## config.mk

```make
export PLATFORM = sky130hd
export DESIGN_NAME = uart_x2
export DESIGN_NICKNAME = d
export VERILOG_FILES = /design/src/source/uart_ctrl_pkg.sv /design/src/source/uart_frame_pkg.sv /design/src/source/uart_rx_frontend.sv /design/src/source/uart_rx_queue.sv /design/src/source/uart_tx_engine.sv /design/src/source/uart_x2.sv
export VERILOG_INCLUDE_DIRS = /design/src /design/src/source
export SDC_FILE = /design/constraint.sdc
export NUM_CORES = 1
export LEC_CHECK = 0
export ABC_AREA = 0
export BUFFER_PORTS_ARGS = -buffer_cell sky130_fd_sc_hd__buf_2
export CAP_MARGIN = 20
export CORE_MARGIN = 2
export CORE_UTILIZATION = 30
export DETAILED_ROUTE_END_ITERATION = 6
export PLACE_DENSITY = 0.55
export SLEW_MARGIN = 20
export SYNTH_ARGS = -nofsm -noshare
export SYNTH_HDL_FRONTEND = slang
export SYNTH_SLANG_ARGS = --single-unit
```

## constraint.sdc

```tcl
create_clock -name clk -period 6.1 [get_ports clk]
set_input_delay 1.22 -clock clk [delete_from_list [all_inputs] [get_ports clk]]
set_output_delay 1.22 -clock clk [all_outputs]
set_load 0.05 [all_outputs]
```

## src/source/uart_cfg.svh

```systemverilog
`ifndef UART_CFG_SVH
`define UART_CFG_SVH

// bit period divisor, one bit lasts divisor plus one clocks
`define UART_DIV_W 16

// width of one data character
`define UART_DATA_W 8

// shift register length
// start, eight data, ninth and stop bits
`define UART_FRAME_W 11

`endif

```

## src/source/uart_ctrl_pkg.sv

```systemverilog
package uart_ctrl_pkg;

    // control word bit positions
    localparam int CTL_MODE_LO  = 0;
    localparam int CTL_MODE_HI  = 1;
    localparam int CTL_HUNT_VAL = 2;
    localparam int CTL_DISCARD  = 3;
    localparam int CTL_RX_EN    = 4;
    localparam int CTL_HUNT_EN  = 5;
    localparam int CTL_TX_EN    = 6;
    localparam int CTL_TX_NINTH = 7;

    // ninth-bit modes
    localparam logic [1:0] MODE_EIGHT      = 2'b00;
    localparam logic [1:0] MODE_ODD        = 2'b01;
    localparam logic [1:0] MODE_EVEN       = 2'b10;
    localparam logic [1:0] MODE_NINTH_DATA = 2'b11;

    // status word bit positions, bit 7 reads zero
    localparam int ST_RX_AVAIL = 0;
    localparam int ST_TX_ROOM  = 1;
    localparam int ST_NOISE    = 2;
    localparam int ST_FRAMING  = 3;
    localparam int ST_PARITY   = 4;
    localparam int ST_OVERRUN  = 5;
    localparam int ST_NINTH    = 6;

    // any mode except plain eight bits carries a ninth bit
    function automatic logic nine_bit_mode(input logic [1:0] mode);
        return mode != MODE_EIGHT;
    endfunction

endpackage

```

## src/source/uart_frame_pkg.sv

```systemverilog
`include "uart_cfg.svh"

package uart_frame_pkg;

    import uart_ctrl_pkg::*;

    // ninth bit to send for a character
    // in eight-bit mode the slot becomes a second stop bit
    function automatic logic tx_ninth_bit(input logic [1:0] mode,
                                          input logic [`UART_DATA_W-1:0] data,
                                          input logic ninth_ctl);
        case (mode)
            MODE_EIGHT: return 1'b1;
            MODE_ODD:   return ~^data;
            MODE_EVEN:  return ^data;
            default:    return ninth_ctl;
        endcase
    endfunction

    // parity check over data and ninth bit, only in the parity modes
    function automatic logic rx_parity_bad(input logic [1:0] mode,
                                           input logic [`UART_DATA_W:0] bits);
        case (mode)
            MODE_ODD:  return ~^bits;
            MODE_EVEN: return ^bits;
            default:   return 1'b0;
        endcase
    endfunction

    // address filter for multiprocessor mode
    function automatic logic hunt_match(input logic [7:0] control, input logic ninth);
        logic hunting;
        hunting = control[CTL_HUNT_EN] &&
                  (control[CTL_MODE_HI:CTL_MODE_LO] == MODE_NINTH_DATA);
        return !hunting || (ninth == control[CTL_HUNT_VAL]);
    endfunction

endpackage

```

## src/source/uart_rx_frontend.sv

```systemverilog
`timescale 1ns/1ps
`include "uart_cfg.svh"

module uart_rx_frontend (
    input  logic                   clk,
    input  logic                   rst_n,
    input  logic                   rxd,
    input  logic [7:0]             control,
    input  logic [`UART_DIV_W-1:0] baudrate,
    input  logic                   stage_full,
    output logic                   frame_strobe,
    output logic [`UART_DATA_W:0]  frame_bits,
    output logic                   frame_noise,
    output logic                   frame_framing,
    output logic                   frame_overrun
);

    import uart_ctrl_pkg::*;

    logic                     rxd_meta;
    logic                     rxd_sync;
    logic                     rxd_last;
    logic                     rxd_filt;
    logic                     bit_noise;
    logic                     rx_active;
    logic                     rx_first;
    logic                     rx_noise;
    logic                     hold_idle;
    logic [`UART_DIV_W-1:0]   rx_cnt;
    logic [`UART_DIV_W-1:0]   mid_cnt;
    logic [`UART_FRAME_W-1:0] rx_sr;
    logic                     nine_mode;
    logic                     sample_hi;
    logic                     sample_lo;
    logic                     mid_bit;
    logic                     shift_bit;
    logic                     start_det;
    logic                     sr_in;

    assign nine_mode = nine_bit_mode(control[CTL_MODE_HI:CTL_MODE_LO]);

    // two equal samples in a row decide the level
    assign sample_hi = rxd_last && rxd_sync;
    assign sample_lo = !rxd_last && !rxd_sync;

    assign mid_cnt   = {1'b0, baudrate[`UART_DIV_W-1:1]} + 1'b1;
    assign mid_bit   = rx_active && (rx_cnt == mid_cnt);
    assign shift_bit = rx_active && (rx_cnt == mid_cnt + 1'b1);
    assign start_det = control[CTL_RX_EN] && !rx_active && !hold_idle && sample_lo;

    // the first shift plants the start marker instead of the sample
    assign sr_in = rx_first ? 1'b0 : rxd_filt;

    always_ff @(posedge clk or negedge rst_n) begin
        if (!rst_n) begin
            rxd_meta <= 1'b1;
            rxd_sync <= 1'b1;
            rxd_last <= 1'b1;
        end else begin
            rxd_meta <= rxd;
            rxd_sync <= rxd_meta;
            rxd_last <= rxd_sync;
        end
    end

    // mid-bit majority, keeps the old level when the samples disagree
    always_ff @(posedge clk or negedge rst_n) begin
        if (!rst_n) begin
            rxd_filt  <= 1'b1;
            bit_noise <= 1'b0;
        end else if (mid_bit) begin
            rxd_filt  <= sample_hi ? 1'b1 : (sample_lo ? 1'b0 : rxd_filt);
            bit_noise <= !sample_hi && !sample_lo;
        end
    end

    always_ff @(posedge clk or negedge rst_n) begin
        if (!rst_n) begin
            rx_active <= 1'b0;
            rx_cnt    <= '0;
        end else if (!control[CTL_RX_EN] || frame_strobe) begin
            rx_active <= 1'b0;
            rx_cnt    <= '0;
        end else if (start_det) begin
            rx_active <= 1'b1;
            rx_cnt    <= '0;
        end else if (rx_active) begin
            rx_cnt <= (rx_cnt >= baudrate) ? '0 : rx_cnt + 1'b1;
        end
    end

    // eight-bit frames feed bit 9 directly, so the marker arrives one shift sooner
    always_ff @(posedge clk or negedge rst_n) begin
        if (!rst_n) begin
            rx_sr    <= '1;
            rx_first <= 1'b1;
            rx_noise <= 1'b0;
        end else if (!rx_active || frame_strobe) begin
            rx_sr    <= '1;
            rx_first <= 1'b1;
            if (start_det)
                rx_noise <= 1'b0;
        end else if (shift_bit) begin
            if (nine_mode)
                rx_sr <= {sr_in, rx_sr[`UART_FRAME_W-1:1]};
            else
                rx_sr <= {sr_in, sr_in, rx_sr[`UART_FRAME_W-2:1]};
            rx_noise <= rx_noise | bit_noise | (rx_first & rxd_filt);
            rx_first <= 1'b0;
        end
    end

    // after a bad stop bit wait for a high line before hunting a new start
    always_ff @(posedge clk or negedge rst_n) begin
        if (!rst_n)
            hold_idle <= 1'b0;
        else if (frame_strobe && frame_framing)
            hold_idle <= 1'b1;
        else if (sample_hi)
            hold_idle <= 1'b0;
    end

    assign frame_strobe  = rx_active && !rx_sr[0];
    assign frame_bits    = rx_sr[`UART_DATA_W+1:1];
    assign frame_noise   = rx_noise;
    assign frame_framing = nine_mode ? !rx_sr[`UART_FRAME_W-1] : !rx_sr[`UART_FRAME_W-2];
    assign frame_overrun = frame_strobe && stage_full;

endmodule

```

## src/source/uart_rx_queue.sv

```systemverilog
`timescale 1ns/1ps
`include "uart_cfg.svh"

module uart_rx_queue (
    input  logic                    clk,
    input  logic                    rst_n,
    input  logic [7:0]              control,
    input  logic                    frame_strobe,
    input  logic [`UART_DATA_W:0]   frame_bits,
    input  logic                    frame_noise,
    input  logic                    frame_framing,
    input  logic                    frame_overrun,
    input  logic                    read_rx,
    output logic                    stage_full,
    output logic [`UART_DATA_W-1:0] rxdata,
    output logic                    rx_valid,
    output logic [4:0]              rx_status
);

    import uart_ctrl_pkg::*;
    import uart_frame_pkg::*;

    // first stage, straight from the frontend
    logic [`UART_DATA_W:0]   a_bits;
    logic                    a_noise;
    logic                    a_framing;
    logic                    a_overrun;
    logic                    a_valid;

    // second stage, seen by the host
    logic [`UART_DATA_W-1:0] b_data;
    logic [4:0]              b_status;
    logic                    b_valid;

    logic                    parity_bad;
    logic                    keep_char;

    assign parity_bad = rx_parity_bad(control[CTL_MODE_HI:CTL_MODE_LO], a_bits);

    // overrun alone never drops a character
    assign keep_char = hunt_match(control, a_bits[`UART_DATA_W]) &&
                       (!control[CTL_DISCARD] || !(parity_bad || a_noise || a_framing));

    // a strobe now would overwrite a character that cannot move on
    assign stage_full = a_valid && b_valid;

    always_ff @(posedge clk) begin
        if (frame_strobe) begin
            a_bits    <= frame_bits;
            a_noise   <= frame_noise;
            a_framing <= frame_framing;
            a_overrun <= frame_overrun;
        end
        if (a_valid && !b_valid)
            b_data <= a_bits[`UART_DATA_W-1:0];
    end

    always_ff @(posedge clk or negedge rst_n) begin
        if (!rst_n) begin
            a_valid  <= 1'b0;
            b_valid  <= 1'b0;
            b_status <= '0;
        end else begin
            if (b_valid) begin
                if (read_rx)
                    b_valid <= 1'b0;
            end else if (a_valid) begin
                b_status <= {a_bits[`UART_DATA_W], a_overrun, parity_bad,
                             a_framing, a_noise};
                b_valid  <= keep_char;
                a_valid  <= 1'b0;
            end
            // new character wins over the move out of the first stage
            if (frame_strobe)
                a_valid <= 1'b1;
        end
    end

    assign rxdata    = b_data;
    assign rx_valid  = b_valid;
    assign rx_status = b_status;

endmodule

```

## src/source/uart_tx_engine.sv

```systemverilog
`timescale 1ns/1ps
`include "uart_cfg.svh"

module uart_tx_engine (
    input  logic                    clk,
    input  logic                    rst_n,
    input  logic [7:0]              control,
    input  logic [`UART_DIV_W-1:0]  baudrate,
    input  logic [`UART_DATA_W-1:0] txdata,
    input  logic                    write_tx,
    output logic                    txd,
    output logic                    tx_empty,
    output logic                    tx_room
);

    import uart_ctrl_pkg::*;
    import uart_frame_pkg::*;

    logic [`UART_DATA_W-1:0]  a_data;
    logic                     a_valid;
    logic [`UART_DATA_W:0]    b_bits;
    logic                     b_valid;
    logic [`UART_DIV_W-1:0]   tx_cnt;
    logic                     tx_tick;
    logic                     tx_active;
    logic [`UART_FRAME_W-1:0] tx_sr;
    logic                     frame_done;
    logic                     tx_load;

    assign tx_tick = tx_cnt >= baudrate;

    // stop bit has just gone out when only zeros are left above bit 0
    assign frame_done = tx_active && (tx_sr[`UART_FRAME_W-1:1] == '0);
    assign tx_load    = tx_tick && b_valid && control[CTL_TX_EN] &&
                        (!tx_active || frame_done);

    always_ff @(posedge clk) begin
        if (write_tx && !a_valid)
            a_data <= txdata;
        if (a_valid && !b_valid)
            b_bits <= {tx_ninth_bit(control[CTL_MODE_HI:CTL_MODE_LO], a_data,
                                    control[CTL_TX_NINTH]), a_data};
    end

    always_ff @(posedge clk or negedge rst_n) begin
        if (!rst_n) begin
            a_valid <= 1'b0;
            b_valid <= 1'b0;
        end else begin
            if (write_tx && !a_valid)
                a_valid <= 1'b1;
            if (a_valid && !b_valid) begin
                a_valid <= 1'b0;
                b_valid <= 1'b1;
            end
            if (tx_load)
                b_valid <= 1'b0;
        end
    end

    // free-running, frames start only on its wrap
    always_ff @(posedge clk or negedge rst_n) begin
        if (!rst_n)
            tx_cnt <= '0;
        else
            tx_cnt <= tx_tick ? '0 : tx_cnt + 1'b1;
    end

    // top bit is zero in eight-bit mode, the ninth slot then serves as stop
    always_ff @(posedge clk or negedge rst_n) begin
        if (!rst_n) begin
            tx_sr     <= '1;
            tx_active <= 1'b0;
        end else if (tx_load) begin
            tx_sr     <= {nine_bit_mode(control[CTL_MODE_HI:CTL_MODE_LO]), b_bits, 1'b0};
            tx_active <= 1'b1;
        end else if (tx_tick && frame_done) begin
            tx_sr     <= '1;
            tx_active <= 1'b0;
        end else if (tx_tick && tx_active) begin
            tx_sr <= {1'b0, tx_sr[`UART_FRAME_W-1:1]};
        end
    end

    assign txd      = tx_sr[0];
    assign tx_room  = !a_valid;
    assign tx_empty = control[CTL_TX_EN] && !a_valid;

endmodule

```

## src/source/uart_x2.sv

```systemverilog
`timescale 1ns/1ps
`include "uart_cfg.svh"

module uart_x2 (
    input  logic                    clk,
    input  logic                    rst_n,
    input  logic                    rxd,
    input  logic [`UART_DATA_W-1:0] txdata,
    input  logic                    read_rx,
    input  logic                    write_tx,
    input  logic [7:0]              control,
    input  logic [`UART_DIV_W-1:0]  baudrate,
    output logic                    txd,
    output logic [7:0]              status,
    output logic [`UART_DATA_W-1:0] rxdata,
    output logic                    rx_valid,
    output logic                    tx_empty
);

    import uart_ctrl_pkg::*;

    logic                  frame_strobe;
    logic [`UART_DATA_W:0] frame_bits;
    logic                  frame_noise;
    logic                  frame_framing;
    logic                  frame_overrun;
    logic                  stage_full;
    logic [4:0]            rx_status;
    logic                  tx_room;

    uart_rx_frontend i_rx_frontend (
        .clk           (clk),
        .rst_n         (rst_n),
        .rxd           (rxd),
        .control       (control),
        .baudrate      (baudrate),
        .stage_full    (stage_full),
        .frame_strobe  (frame_strobe),
        .frame_bits    (frame_bits),
        .frame_noise   (frame_noise),
        .frame_framing (frame_framing),
        .frame_overrun (frame_overrun)
    );

    uart_rx_queue i_rx_queue (
        .clk           (clk),
        .rst_n         (rst_n),
        .control       (control),
        .frame_strobe  (frame_strobe),
        .frame_bits    (frame_bits),
        .frame_noise   (frame_noise),
        .frame_framing (frame_framing),
        .frame_overrun (frame_overrun),
        .read_rx       (read_rx),
        .stage_full    (stage_full),
        .rxdata        (rxdata),
        .rx_valid      (rx_valid),
        .rx_status     (rx_status)
    );

    uart_tx_engine i_tx_engine (
        .clk      (clk),
        .rst_n    (rst_n),
        .control  (control),
        .baudrate (baudrate),
        .txdata   (txdata),
        .write_tx (write_tx),
        .txd      (txd),
        .tx_empty (tx_empty),
        .tx_room  (tx_room)
    );

    // status word, rx_status runs noise up to ninth
    assign status[ST_RX_AVAIL] = rx_valid;
    assign status[ST_TX_ROOM]  = tx_room;
    assign status[ST_NOISE]    = rx_status[0];
    assign status[ST_FRAMING]  = rx_status[1];
    assign status[ST_PARITY]   = rx_status[2];
    assign status[ST_OVERRUN]  = rx_status[3];
    assign status[ST_NINTH]    = rx_status[4];
    assign status[7]           = 1'b0;

endmodule

```

==> flow_summary_export.csv <==
group,metric,value,unit
clock_tree,post_cts.resized_instances,0,
final_layout,design.final.nets,783,
logic_synthesis,syn-num-nets,740,
global_routing,wire_length_of_the_first_global_routing_pass,24900,um
pwr,power_density,251,nW/um2
sta,max_slew_margin,0.354,
floorplan,core.rowCount,54,
logic_synthesis,synth-seq-area-share,0.449,
global_routing,grt_start_max_net_pins,74,
clock_tree,cts_htree_levels,3,
pwr,netSwitchingPower,556,uW
drt,antenna_left,0,
pwr,design_power_total,1870,uW
drt,wl_per_cell,15.1,um
pwr,cell_internal_pwr,1310,uW
sta,setup_violations,0,
placement,buffer_ports.inserted,54,
clock_tree,clock_sinks,110,
floorplan,initial_core_util,0.304,
critical_path,worst_r2r_path_depth,12,
sta,fmax,0.237,GHz
critical_path,cp-start-kind,"input pin",
floorplan,die_y,153,um
critical_path,worstSetupStartpoint,"baudrate[3]",
pwr,total_leakage_power,0.00318,uW
critical_path,regToRegEndpoint,"i_tx_engine.tx_sr[5]",
logic_synthesis,synth.ff_latch_count,110,
drt,drt-total-wl,15000,um
sta,rsz_0062_raised_after_global_routing,"false",
clock_tree,clkLatencyLatePin,0.35,ns
sta,final-hold-violation-count,0,
clock_tree,tritoncts,"built",
clock_tree,clk_pin_slew_worst_paths,0.07,ns
critical_path,criticalPathCategory,"input pin to register",
sta,max_slew.worst_pin.slew,0.969,ns
critical_path,timing.reg2reg.setup_slack,2.50,ns
pwr,peakVddDrop,0.000137,V
final_layout,layout_commonest_cell,"nor2_1",
drt,detail_route.iter0.violations,287,
final_layout,post_route_cells_drive_above_1_share,0.174,
sta,period_needed,4.21,ns
logic_synthesis,post_synth_num_cell_types,68,
clock_tree,post-cts-setup-buffers,0,
hold_path,hold_path_startpoint,"i_rx_frontend.rxd_meta",
logic_synthesis,synth-warning-count,0,
placement,half_perimeter_wire_length_of_the_detailed_placement_result,11200,um
job,maxCapViolations,0,
global_routing,antenna_found_initial,0,
floorplan,core_region,21800,um2
final_layout,flow.area_growth_from_synthesis,12.3,%
clock_tree,cts.hold.buffers_added,0,
sta,post-route-period-util,0.691,
sta,final-max-slew-violation-count,0,
logic_synthesis,commonest_register_cell_after_synthesis,"dfrtp_1",
global_routing,global_route.overflow_total,0,
logic_synthesis,async_flop_share,0.664,
final_layout,layout_common_cells,"nor2_1, nand2_1, buf_2",
outcome,run_status,"finished clean",
critical_path,worst-path-max-fanout,11,
pwr,seqPwrFrac,0.504,
drt,post-route-drc-count,0,
clock_tree,tritoncts.num_buffers,9,
global_routing,track_usage,0.132,
critical_path,timing.critical_path.required,6.36,ns
drt,via_count,4932,
critical_path,r2r-start,"i_tx_engine.tx_cnt[0]",
floorplan,pin_count,56,
logic_synthesis,synth_edf_count,37,
pwr,clock_network_fraction_of_total_power,0.301,
critical_path,crit_path_end_kind,"register",
pwr,combPwrFrac,0.194,
logic_synthesis,cells_after_synthesis,664,
clock_tree,ctsRootBufferMaster,"clkbuf_16",
clock_tree,cts-root-to-sink-buffers,2,
critical_path,setup.worst_path.end,"i_rx_frontend.frame_noise",
final_layout,insertedDiodeCount,0,
critical_path,cp_data_arrival_time,4.47,ns
drt,firstDrtPassIters,4,
global_routing,grt_pass1_vias,4735,
floorplan,die-area,23300,um2
logic_synthesis,avgSynthCellArea,9.96,um2
floorplan,die_w,153,um
drt,vias_per_cell,4.97,
sta,finClkSkew,0.00589,ns
sta,totalNegativeSetupSlack,0,ns
pwr,netSwitchingFraction,0.298,
logic_synthesis,synth.cell_area,6620,um2
placement,routabilityCongestion,0.846,
hold_path,holdCritPathClass,"register to register",
## kinds of logic after synthesis
kind of cell / after synthesis / share of synthesized area
xor+xnor: 70 / 0.0927
compound gates: 124 / 0.132
simple gates: 241 / 0.183
other cells: 1 / 0.000567
flops: 110 / 0.449
mux: 19 / 0.0301
buf+inv: 60 / 0.0384
fa+ha+maj: 39 / 0.0738
## cell type report
class                           instances  area [um2]
Clock buffer                           12         248
Timing Repair Buffer                   59         308
Sequential cell                       110        2970
Inverter                               33         124
Clock inverter                          4        31.3
Fill cell                            2251       14300
Tap cell                              280         350
Multi-Input combinational cell        494        3390
## worst min path at each step
| stage | end | cells past startpoint |
|---|---|---|
| global route | i_rx_frontend.rxd_sync | 0 |
| CTS | i_rx_frontend.rxd_sync | 0 |
| finish | i_rx_frontend.rxd_sync | 0 |
| detailed placement | i_rx_frontend.rxd_sync | 0 |
| floorplan | i_rx_frontend.rxd_sync | 0 |
| global placement | i_rx_frontend.rxd_sync | 0 |
## metrics by stage
step                cells  setup WS [ns]   util  hold slack (ns)  instance area (um2)
finish                992           1.89  0.341            0.356                 7430
global placement      975           1.59  0.328            0.347                 7140
detailed placement    976           1.54  0.329            0.347                 7150
CTS                   992           1.93  0.341            0.357                 7430
floorplan             664           2.30      -            0.345                 6620
global route          992           1.55  0.341            0.364                 7430
## per-layer routing
metal / vias to the layer above / routed length [um] / track usage
met2: 88 / 6700 / 0.205
met5: - / 0 / 0
met3: 19 / 466 / 0.0208
li1: 2471 / - / -
met1: 2354 / 7550 / 0.186
met4: 0 / 300 / 0.0525
## registers in the layout, indices dropped and copies added, names as in the netlist, 5 cells and up
signal,flops
i_tx_engine.b_bits,9
i_tx_engine.tx_cnt,16
i_rx_frontend.rx_cnt,16
i_rx_queue.rxdata,8
i_tx_engine.tx_sr,11
i_rx_queue.a_bits,9
i_rx_queue.rx_status,5
i_rx_frontend.rx_sr,11
i_tx_engine.a_data,8
## worst max-delay path: stages
cell and delay (ns):
buf_2 0.14, ha_1 0.23, nand4_1 0.43, nor4_1 0.49, a211oi_1 0.14, nor3_2 0.38, nand3_1 0.16, xnor2_1 0.15
o221ai_1 0.27, nand4_2 0.47, o31ai_1 0.38
## power groups by stage
stage	Sequential [uW]	Clock, uW	Combinational (uW)
final	942	563	363
after global routing	955	607	413
after CTS	944	582	369
after detailed placement	956	0	368
after global placement	956	0	363
after floorplan	934	0	279
## synthesized netlist by cell type (7+ instances only)
| library cell | n | share of area |
|---|---|---|
| clkbuf_1 | 13 | 0.0074 |
| and3_1 | 8 | 0.0076 |
| dfstp_2 | 27 | 0.11 |
| nor3_1 | 14 | 0.011 |
| nor4_1 | 9 | 0.0085 |
| edfxtp_1 | 37 | 0.17 |
| o21ai_0 | 32 | 0.024 |
| nor2_1 | 68 | 0.039 |
| dfrtp_1 | 46 | 0.17 |
| o211ai_1 | 16 | 0.018 |
| inv_1 | 32 | 0.018 |
| xnor2_1 | 47 | 0.062 |
| ha_1 | 39 | 0.074 |
| mux2_2 | 7 | 0.012 |
| a21o_1 | 20 | 0.023 |
| nand2_1 | 54 | 0.031 |
| nand4_1 | 12 | 0.011 |
| xor2_1 | 23 | 0.030 |
| a21oi_1 | 13 | 0.0098 |
| nand3_1 | 29 | 0.022 |
| a221o_1 | 9 | 0.014 |
| mux2i_1 | 12 | 0.018 |
| nand2b_1 | 12 | 0.011 |
Note: power is estimated with default switching activity, not from simulation.
